File: src/verilog/arcade_params.svh
// Widths, divider counts, game codes, hardware-variant codes and dial period
`ifndef ARCADE_PARAMS_SVH
`define ARCADE_PARAMS_SVH

// ==========================================================
// Bus and sample widths
// ==========================================================
`define GAME_ID_W       7
`define DL_ADDR_W       25   // Host byte address
`define ROM_WADDR_W     22   // External ROM word address
`define AUDIO_W         10
`define DIAL_W          5    // Direction bit plus 4-bit position

// ==========================================================
// Timing
// ==========================================================
`define CE_1P79_DIV     14
`define DIAL_PERIOD     16   // Cycles per dial step with a button held

// Game codes as sent by the host
`define GAME_SCRAMBLE   0
`define GAME_AMIDAR     1
`define GAME_FROGGER    2
`define GAME_SCOBRA     3
`define GAME_MOONWAR    6

// Hardware variants of the game core
`define HWSEL_SCRAMBLE  0
`define HWSEL_FROGGER   1
`define HWSEL_SCOBRA    2

`endif

File: src/verilog/arcade_pkg.sv
// Package arcade_pkg with the shared vector types and the loader state enum
`include "arcade_params.svh"

package arcade_pkg;

	// ==========================================================
	// Host side
	// ==========================================================
	typedef logic [`GAME_ID_W-1:0] game_id_t;
	typedef logic [`DL_ADDR_W-1:0] dl_addr_t;

	// External ROM write port
	typedef logic [`ROM_WADDR_W-1:0] rom_waddr_t;
	typedef logic [15:0] rom_word_t;    // Two byte lanes

	// ==========================================================
	// Game core side
	// ==========================================================
	typedef logic [3:0] hwsel_t;
	typedef logic [7:0] port_byte_t;    // Active low

	typedef logic [`AUDIO_W-1:0] audio_t;

	// Moon War dial, top bit is the last direction
	typedef logic [`DIAL_W-1:0] dial_t;

	// Loader progress
	typedef enum logic [1:0]
	{
		LOAD_BOOT,    // Nothing loaded yet
		LOAD_BUSY,    // Download running
		LOAD_READY    // Complete image in ROM
	} load_state_t;

endpackage

File: src/verilog/clock_enables.sv
// Module clock_enables, the 12, 6 (both phases) and 1.79 clock-enable divider
`timescale 1ns/1ns
`include "arcade_params.svh"

module clock_enables
(
	input  logic clk_sys,
	input  logic rst_n_i,
	output logic ce_12_o,     // CPU and video pixel rate
	output logic ce_6p_o,
	output logic ce_6n_o,
	output logic ce_1p79_o    // Sound CPU
);

	localparam logic [3:0] DIV179_LOAD = 4'(`CE_1P79_DIV - 1);

	logic [1:0] phase;
	logic [3:0] div179;

	always_ff @(posedge clk_sys)
	begin
		if (!rst_n_i)
		begin
			phase  <= 2'd0;
			div179 <= DIV179_LOAD;
		end
		else
		begin
			phase <= phase + 2'd1;

			if (div179 == 4'd0)
				div179 <= DIV179_LOAD;    // Wrap, one pulse per period
			else
				div179 <= div179 - 4'd1;
		end
	end

	// Phase 0 during reset keeps every enable low
	assign ce_12_o = phase[0];
	assign ce_6p_o = (phase == 2'd1);
	assign ce_6n_o = (phase == 2'd3);     // Opposite half of the 6 MHz cycle

	assign ce_1p79_o = (div179 == 4'd0);

endmodule

File: src/verilog/rom_loader.sv
// Module rom_loader, the download to ROM word-write bridge, load tracking and core reset
`timescale 1ns/1ns
`include "arcade_params.svh"

module rom_loader
(
	input  logic                   clk_sys,
	input  logic                   rst_n_i,
	input  logic                   host_reset_i,     // Reset strobe from the host menu
	input  logic                   button_reset_i,   // Front panel
	input  logic                   dl_active_i,
	input  logic                   dl_wr_i,
	input  arcade_pkg::dl_addr_t   dl_addr_i,
	input  logic [7:0]             dl_data_i,
	output logic                   rom_req_o,        // Toggles once per word write
	output arcade_pkg::rom_waddr_t rom_waddr_o,
	output logic [1:0]             rom_ds_o,         // Byte lane strobes
	output arcade_pkg::rom_word_t  rom_wdata_o,
	output logic                   rom_we_o,
	output logic                   core_reset_o
);

	arcade_pkg::load_state_t state;

	logic dl_wr_q;
	logic wr_edge;

	// Rising edge of the host write strobe during a download
	assign wr_edge = dl_active_i & dl_wr_i & ~dl_wr_q;

	// ==========================================================
	// Write request path
	// ==========================================================
	always_ff @(posedge clk_sys)
	begin
		if (!rst_n_i)
		begin
			dl_wr_q   <= 1'b0;
			rom_req_o <= 1'b0;
			rom_we_o  <= 1'b0;
		end
		else
		begin
			dl_wr_q  <= dl_wr_i;
			rom_we_o <= dl_active_i;
			if (wr_edge)
				rom_req_o <= ~rom_req_o;    // Memory acts on each change
		end
	end

	always_ff @(posedge clk_sys)
	begin
		if (wr_edge)
		begin
			rom_waddr_o <= dl_addr_i[`ROM_WADDR_W:1];
			rom_ds_o    <= {dl_addr_i[0], ~dl_addr_i[0]};   // Odd byte to upper lane
			rom_wdata_o <= {2{dl_data_i}};
		end
	end

	// ==========================================================
	// Load state and core reset
	// ==========================================================
	always_ff @(posedge clk_sys)
	begin
		if (!rst_n_i)
			state <= arcade_pkg::LOAD_BOOT;
		else
		begin
			case (state)
				arcade_pkg::LOAD_BOOT,
				arcade_pkg::LOAD_READY:
					if (dl_active_i)
						state <= arcade_pkg::LOAD_BUSY;    // New image coming
				arcade_pkg::LOAD_BUSY:
					if (!dl_active_i)
						state <= arcade_pkg::LOAD_READY;
				default:
					state <= arcade_pkg::LOAD_BOOT;
			endcase
		end
	end

	// Download level included so reset rises together with LOAD_BUSY
	always_ff @(posedge clk_sys)
	begin
		if (!rst_n_i)
			core_reset_o <= 1'b1;
		else
			core_reset_o <= host_reset_i | button_reset_i | dl_active_i |
				(state != arcade_pkg::LOAD_READY);
	end

endmodule

File: src/verilog/dial_encoder.sv
// Module dial_encoder, the Moon War rotary dial position and direction encoder
`timescale 1ns/1ns
`include "arcade_params.svh"

module dial_encoder
(
	input  logic              clk_sys,
	input  logic              rst_n_i,
	input  logic              turn_left_i,
	input  logic              turn_right_i,
	output arcade_pkg::dial_t dial_o
);

	localparam int PRE_W = $clog2(`DIAL_PERIOD);
	localparam logic [PRE_W-1:0] PRE_LAST = PRE_W'(`DIAL_PERIOD - 1);

	logic [PRE_W-1:0] pre_cnt;
	logic [3:0]       position;
	logic             dir_right;
	logic             one_held;
	logic             step;

	// Both buttons together cancel out
	assign one_held = turn_left_i ^ turn_right_i;
	assign step     = one_held && (pre_cnt == PRE_LAST);

	always_ff @(posedge clk_sys)
	begin
		if (!rst_n_i)
		begin
			pre_cnt   <= '0;
			position  <= 4'd0;
			dir_right <= 1'b0;
		end
		else
		begin
			if (!one_held || step)
				pre_cnt <= '0;              // Restart period
			else
				pre_cnt <= pre_cnt + 1'b1;

			if (step)
			begin
				dir_right <= turn_right_i;
				position  <= turn_right_i ? position + 4'd1 : position - 4'd1;
			end
		end
	end

	assign dial_o = {dir_right, position};

endmodule

File: src/verilog/input_mapper.sv
// Module input_mapper, per-game mapping of controls and DIPs to port bytes and hwsel
`timescale 1ns/1ns
`include "arcade_params.svh"

module input_mapper
(
	input  arcade_pkg::game_id_t   game_id_i,
	input  logic                   coin1_i,
	input  logic                   coin2_i,
	input  logic                   start1_i,
	input  logic                   start2_i,
	input  logic [3:0]             p1_dir_i,         // Up, down, left, right
	input  logic [3:0]             p2_dir_i,
	input  logic [1:0]             p1_fire_i,
	input  logic [1:0]             p2_fire_i,
	input  logic [1:0]             dip_lives_i,
	input  logic                   dip_continue_i,
	input  arcade_pkg::dial_t      dial_i,
	output arcade_pkg::hwsel_t     hwsel_o,
	output arcade_pkg::port_byte_t port_a_o,
	output arcade_pkg::port_byte_t port_b_o,
	output arcade_pkg::port_byte_t port_c_o
);

	localparam arcade_pkg::game_id_t ID_SCRAMBLE = `GAME_SCRAMBLE;
	localparam arcade_pkg::game_id_t ID_AMIDAR   = `GAME_AMIDAR;
	localparam arcade_pkg::game_id_t ID_FROGGER  = `GAME_FROGGER;
	localparam arcade_pkg::game_id_t ID_SCOBRA   = `GAME_SCOBRA;
	localparam arcade_pkg::game_id_t ID_MOONWAR  = `GAME_MOONWAR;

	localparam arcade_pkg::hwsel_t HW_SCRAMBLE = `HWSEL_SCRAMBLE;
	localparam arcade_pkg::hwsel_t HW_FROGGER  = `HWSEL_FROGGER;
	localparam arcade_pkg::hwsel_t HW_SCOBRA   = `HWSEL_SCOBRA;

	logic p1_up, p1_down, p1_left, p1_right;
	logic p2_up, p2_down, p2_left, p2_right;

	assign {p1_up, p1_down, p1_left, p1_right} = p1_dir_i;
	assign {p2_up, p2_down, p2_left, p2_right} = p2_dir_i;

	// ==========================================================
	// Port assembly
	// ==========================================================
	always_comb
	begin
		// Base layout shared by the Scramble family
		port_a_o = ~{coin1_i, coin2_i, p1_left, p1_right,
			p1_fire_i[0], 1'b0, p1_fire_i[1], p2_up};   // Bit 2 is service
		port_b_o = ~{start1_i, start2_i, p2_left, p2_right,
			p2_fire_i[0], p2_fire_i[1], ~dip_lives_i};
		port_c_o = ~{1'b1, p1_down, 1'b1, p1_up,
			1'b1, 2'b11, p2_down};                       // Cabinet and coinage fixed
		hwsel_o  = HW_SCRAMBLE;

		case (game_id_i)
			ID_SCRAMBLE:
				hwsel_o = HW_SCRAMBLE;
			ID_AMIDAR:
			begin
				hwsel_o       = HW_SCRAMBLE;
				port_b_o[1:0] = ~dip_lives_i;   // Lives switch sense is reversed
			end
			ID_FROGGER:
				hwsel_o = HW_FROGGER;
			ID_SCOBRA:
			begin
				hwsel_o     = HW_SCOBRA;
				port_b_o[0] = dip_continue_i;
				port_b_o[1] = dip_lives_i[0];
			end
			ID_MOONWAR:
			begin
				hwsel_o  = HW_SCOBRA;
				// Dial replaces the joystick on port A
				port_a_o = ~{coin1_i, coin2_i, 1'b0, dial_i};
				port_b_o = ~{p1_fire_i[0], p1_fire_i[1], p2_fire_i[0], p2_fire_i[1],
					start2_i, start1_i, ~dip_lives_i};
				port_c_o = 8'hFE;
			end
			default:
				hwsel_o = HW_SCRAMBLE;      // Unknown code runs as Scramble
		endcase
	end

endmodule

File: src/verilog/audio_dac.sv
// Module audio_dac, the first-order delta-sigma one-bit audio output
`timescale 1ns/1ns
`include "arcade_params.svh"

module audio_dac
(
	input  logic               clk_sys,
	input  logic               rst_n_i,
	input  arcade_pkg::audio_t audio_i,
	output logic               audio_o     // Pulse density output
);

	// Top bit holds the carry of the last addition
	logic [`AUDIO_W:0] acc;

	always_ff @(posedge clk_sys)
	begin
		if (!rst_n_i)
			acc <= '0;
		else
			acc <= {1'b0, acc[`AUDIO_W-1:0]} + {1'b0, audio_i};
	end

	// Ones density follows audio_i over 2^AUDIO_W cycles
	assign audio_o = acc[`AUDIO_W];

endmodule

File: src/verilog/arcade_glue_top.sv
// Module arcade_glue_top, which connects loader, enables, dial, input mapping and DAC
`timescale 1ns/1ns
`include "arcade_params.svh"

module arcade_glue_top
(
	input  logic                   clk_sys,
	input  logic                   rst_n_i,
	// Host and ROM
	input  logic                   host_reset_i,
	input  logic                   button_reset_i,
	input  logic                   dl_active_i,
	input  logic                   dl_wr_i,
	input  arcade_pkg::dl_addr_t   dl_addr_i,
	input  logic [7:0]             dl_data_i,
	output logic                   rom_req_o,
	output arcade_pkg::rom_waddr_t rom_waddr_o,
	output logic [1:0]             rom_ds_o,
	output arcade_pkg::rom_word_t  rom_wdata_o,
	output logic                   rom_we_o,
	output logic                   core_reset_o,
	// Game core pacing
	output logic                   ce_12_o,
	output logic                   ce_6p_o,
	output logic                   ce_6n_o,
	output logic                   ce_1p79_o,
	// Controls
	input  arcade_pkg::game_id_t   game_id_i,
	input  logic                   coin1_i,
	input  logic                   coin2_i,
	input  logic                   start1_i,
	input  logic                   start2_i,
	input  logic [3:0]             p1_dir_i,
	input  logic [3:0]             p2_dir_i,
	input  logic [1:0]             p1_fire_i,
	input  logic [1:0]             p2_fire_i,
	input  logic [1:0]             dip_lives_i,
	input  logic                   dip_continue_i,
	output arcade_pkg::hwsel_t     hwsel_o,
	output arcade_pkg::port_byte_t port_a_o,
	output arcade_pkg::port_byte_t port_b_o,
	output arcade_pkg::port_byte_t port_c_o,
	// Sound
	input  arcade_pkg::audio_t     audio_i,
	output logic                   audio_o
);

	arcade_pkg::dial_t dial_code;
	logic turn_left, turn_right;

	// ==========================================================
	// Input side
	// ==========================================================
	assign turn_left  = p1_dir_i[1] | p1_dir_i[3];   // Left or up
	assign turn_right = p1_dir_i[0] | p1_dir_i[2];   // Right or down

	rom_loader u_rom_loader (.clk_sys(clk_sys), .rst_n_i(rst_n_i),
		.host_reset_i(host_reset_i), .button_reset_i(button_reset_i),
		.dl_active_i(dl_active_i), .dl_wr_i(dl_wr_i), .dl_addr_i(dl_addr_i),
		.dl_data_i(dl_data_i), .rom_req_o(rom_req_o), .rom_waddr_o(rom_waddr_o),
		.rom_ds_o(rom_ds_o), .rom_wdata_o(rom_wdata_o), .rom_we_o(rom_we_o),
		.core_reset_o(core_reset_o));

	dial_encoder u_dial_encoder (.clk_sys(clk_sys), .rst_n_i(rst_n_i),
		.turn_left_i(turn_left), .turn_right_i(turn_right), .dial_o(dial_code));

	// ==========================================================
	// Processing and output side
	// ==========================================================
	input_mapper u_input_mapper (.game_id_i(game_id_i), .coin1_i(coin1_i),
		.coin2_i(coin2_i), .start1_i(start1_i), .start2_i(start2_i),
		.p1_dir_i(p1_dir_i), .p2_dir_i(p2_dir_i), .p1_fire_i(p1_fire_i),
		.p2_fire_i(p2_fire_i), .dip_lives_i(dip_lives_i),
		.dip_continue_i(dip_continue_i), .dial_i(dial_code), .hwsel_o(hwsel_o),
		.port_a_o(port_a_o), .port_b_o(port_b_o), .port_c_o(port_c_o));

	clock_enables u_clock_enables (.clk_sys(clk_sys), .rst_n_i(rst_n_i),
		.ce_12_o(ce_12_o), .ce_6p_o(ce_6p_o), .ce_6n_o(ce_6n_o),
		.ce_1p79_o(ce_1p79_o));

	audio_dac u_audio_dac (.clk_sys(clk_sys), .rst_n_i(rst_n_i),
		.audio_i(audio_i), .audio_o(audio_o));

endmodule

File: config.mk
export PLATFORM = sky130hd
export DESIGN_NAME = arcade_glue_top
export DESIGN_NICKNAME = d
export VERILOG_FILES = /design/src/verilog/arcade_pkg.sv /design/src/verilog/clock_enables.sv /design/src/verilog/rom_loader.sv /design/src/verilog/dial_encoder.sv /design/src/verilog/input_mapper.sv /design/src/verilog/audio_dac.sv /design/src/verilog/arcade_glue_top.sv
export VERILOG_INCLUDE_DIRS = /design/src /design/src/verilog
export SDC_FILE = /design/constraint.sdc
export NUM_CORES = 1
export LEC_CHECK = 0
export ABC_AREA = 0
export BUFFER_PORTS_ARGS = -buffer_cell sky130_fd_sc_hd__buf_4
export CORE_MARGIN = 1.5
export CORE_UTILIZATION = 49
export CTS_CLUSTER_DIAMETER = 200
export DETAILED_ROUTE_END_ITERATION = 10
export GPL_ROUTABILITY_DRIVEN = 0
export PLACE_DENSITY = 0.86
export SKIP_LAST_GASP = 1
export SLEW_MARGIN = 20
export SYNTH_ARGS = -nofsm -noshare
export SYNTH_HDL_FRONTEND = slang
export SYNTH_SLANG_ARGS = --single-unit
File: constraint.sdc
create_clock -name clk_sys -period 3.74 [get_ports clk_sys]
set_clock_uncertainty 0.2 [all_clocks]
set_input_delay 0.374 -clock clk_sys [delete_from_list [all_inputs] [get_ports clk_sys]]
set_output_delay 0.374 -clock clk_sys [all_outputs]
set_load 0.02 [all_outputs]
==> summary.md <==
| Metric | Value |
|---|---|
| Post-DP HPWL | 5.661 mm |
| Adder-cell share of the synthesized area | 8.202% |
| Antenna-violating nets left | 0 |
| Final core utilization | 76.20% |
| Post-synthesis compound-gate area fraction | 9.099% |
| CP max stage cell | fa_1 |
| Final Hold Vio Count | 0 |
| Ant. Diodes | 0 |
| Critical path class | reg2reg |
| Root Buffer | clkbuf_8 |
| CP Capture Type | register |
| Hold WC Path Type | in2reg |
| Number of global-route vias before repair | 2292 |
| Nets | 500 |
| Vias/cell | 4.946 |
| Die area | 6451 sq um |
| Pin count of the biggest net entering global routing | 34 |
| CP Launch Point | u_audio_dac.acc[0] |
| Most frequent CP cell | a211oi_1 |
| Via count | 2394 |
| Yosys warnings | 0 |
| Setup TNS | 0 ns |
| Max-cap violations | 0 |
| Initial Util | 51.92% |
| H-tree depth | 3 |
| Initial antenna violation count | 0 |
| Final setup fails | 0 |
| Minimum clock period | 2.274 ns |
| Congestion Overflow GR | 0 |
| Tcrit/Tclk final | 60.80% |
| Status | complete, no violations |
| Max Root-Sink Buffers | 2 |
| Reg-to-Reg End | u_audio_dac.acc[10] |
| Buffers on Ports | 146 |
| Number of synthesized flops with an enable pin | 32 |
| Worst-Skew Late Latency | 0.33 ns |
| WP data arrival | 2.29 ns |
| Top_reg_cell synth | edfxtp_1 |
| RSZ-0062 raised after global routing | false |
| Cells after DPL | 457 |
| Synthesized cell area | 2929 sq um |
| FF-to-FF setup slack | 1.47 ns |
| Leak pwr | 2.051 nW |
| Power per cell area | 434.6 nW/um^2 |
| Post-Route WL | 7.405 mm |
| Rows | 27 |
| Post-synthesis area per instance | 11.49 sq um |
| Die H | 80.32 um |
| Drt first-iter violations | 123 |
| Buffer count from post-CTS setup fixing | 0 |
| Max Clk Rate | 439.8 MHz |
| Placed cell area | 4001 sq um |
| WL per Instance | 15.30 um |
| FILL cells | 385 |
| Multiplexer share of the synthesized area | 4.784% |
| Synth Register Bits | 64 |
| Most common cell after layout, fill and taps aside | buf_4 |
| CTS sink cnt | 64 |
| CP startpoint kind | register |
| Xor and xnor area share after synthesis | 3.845% |
| Max incr delay on CP | 0.44 ns |
| Simple-gate share of the synthesized area | 13.11% |
| Sequential cell area fraction in the yosys report | 54.68% |
| FFs w/ async S/R, synth | 0% |
| Drc violations | 0 |
| Layout cells sized above 1 | 40.78% |
| GRT Total Usage | 22.44% |
| Crit path cell chain | ha_1 > fa_1 > a211oi_1 > o21ai_0 > a211oi_1 > nor2_1 |
| Global-route wire length before repair | 10.71 mm |
| Top-Level Pins | 151 |
| Most frequent cells in the layout | buf_4 (147), dfxtp_1 (32), edfxtp_1 (32) |
| CTS tree | done |
| Final slew viol count | 0 |
| CP Data Required Time | 3.76 ns |
| Max VDD drop | 294.6 uV |
| Core Region | 5642 sq um |
| FF-to-FF path depth | 6 |
| Synthesis-to-layout area growth | 46.77% |
| Mapped Cells | 255 |
| Crit path to | u_audio_dac.acc[10] |
| CTS buffer count | 9 |
| Largest family of logic cells by synthesized area | simple AND/OR/NAND/NOR gates |
| Non-Filler Instances | 484 |
| Distinct cell type count after synthesis | 43 |
| Pre-antenna DRT Iters | 4 |
| Critical R2R Launch | u_audio_dac.acc[0] |
| Cell area after layout | 4299 sq um |
| Reg clk slew, reported paths | 0.07 ns |
| Die X | 80.32 um |
| CP max FO | 3 |
## through the flow
stage,setup slack (ns),hold slack (ns),power (W)
6_report,1.466,0.02320,0.001868
5_1_grt,1.342,-0.0002168,0.001967
4_1_cts,1.524,0.003048,0.001869
3_5_place_dp,1.330,0.2278,0.001314
3_3_place_gp,1.405,0.2207,0.001291
2_1_floorplan,1.275,0.2024,0.001146
## Yosys cell counts (all sizes together), types with 2 or more instances
cell type,count,area share (%)
buf,15,4.0
inv,14,1.8
nor2,21,2.9
nand2,15,1.9
nand2b,6,1.3
and2,4,0.85
xnor2,10,3.2
clkbuf,3,0.38
nand3b,2,0.51
a211oi,3,0.77
and3,4,0.85
fa,2,1.4
nand3,7,1.2
o21ai,12,2.1
nor4,2,0.94
ha,16,6.8
dfxtp,32,22
a21oi,13,2.2
a21o,4,1.0
xor2,2,0.60
nor3,6,1.0
a311oi,2,0.60
edfxtp,32,33
mux2i,14,4.8
## worst min-delay path by stage
| stage | start | to | depth (start not counted) |
|---|---|---|---|
| floorplan | u_rom_loader.state[1] | u_rom_loader.core_reset_o | 1 |
| global placement | u_rom_loader.state[1] | u_rom_loader.core_reset_o | 1 |
| detailed placement | u_rom_loader.state[1] | u_rom_loader.core_reset_o | 1 |
| CTS | dl_data_i[2] | u_rom_loader.rom_wdata_o[10] | 1 |
| global route | dl_addr_i[21] | u_rom_loader.rom_waddr_o[20] | 1 |
| finish | dl_addr_i[21] | u_rom_loader.rom_waddr_o[20] | 1 |
## what timing repair did
action	CTS	global route
endpoints found under the hold margin	0	11
hold buffers	0	11
gates resized for setup	0	0
## registers in the layout (all words and copies together) (netlist names)
name and count:
u_rom_loader.rom_waddr_o 22, u_dial_encoder.pre_cnt 4, u_dial_encoder.dir_right 1, u_rom_loader.rom_wdata_o 8, u_clock_enables.div179 4, u_rom_loader.state 2, u_rom_loader.core_reset_o 1, u_audio_dac.acc 11
u_dial_encoder.position 4, u_clock_enables.phase 2, u_rom_loader.rom_we_o 1, u_rom_loader.rom_ds_o 2, u_rom_loader.dl_wr_q 1, u_rom_loader.rom_req_o 1
## per-layer routing
layer  up-vias  wire length (um)  track usage (%)  part of all wire (%)
met5         -                 0                0                     0
met4         0                68            5.862                  0.92
met3         6               473            6.705                   6.4
met2        94              3921            40.00                    53
met1      1098              2942            26.09                    40
li1       1196                 -                -                     -
## layout make-up
class / instances / area (sq um) / area share (%)
Timing Repair Buffer: 158 / 1214 / 28.23
Multi-Input combinational cell: 160 / 1154 / 26.83
Sequential cell: 64 / 1602 / 37.25
Clock inverter: 6 / 60.06 / 1.397
Tap cell: 72 / 90.09 / 2.095
Clock buffer: 10 / 127.6 / 2.969
Inverter: 14 / 52.55 / 1.222
## logic make-up (layout without fill, tap and decap cells)
family	after synthesis	in the layout
AND/OR/NAND/NOR	71	71
flip-flops	64	64
AO/OA/AOI/OAI	43	43
buffers and inverters	32	188
adder cells (fa/ha/maj)	18	18
multiplexers	14	14
XOR/XNOR	12	12
other	1	2
## critical path: cells and delay by family (launching register included)
| kind | cells | cell delay [ns] |
|---|---|---|
| and+or+nand+nor | 1 | 0.08 |
| AOI/OAI and AO/OA | 3 | 0.93 |
| adders and majority gates | 2 | 0.66 |
| DFF | 1 | 0.30 |
## power by group
group	total (W)	switching, W	internal (W)	leakage, nW
Clock	0.000556	0.000252	0.000304	0.0937
Sequential	0.000828	0.0000251	0.000803	0.561
Combinational	0.000485	0.000247	0.000237	1.40
(Power assumes the default switching activity.)
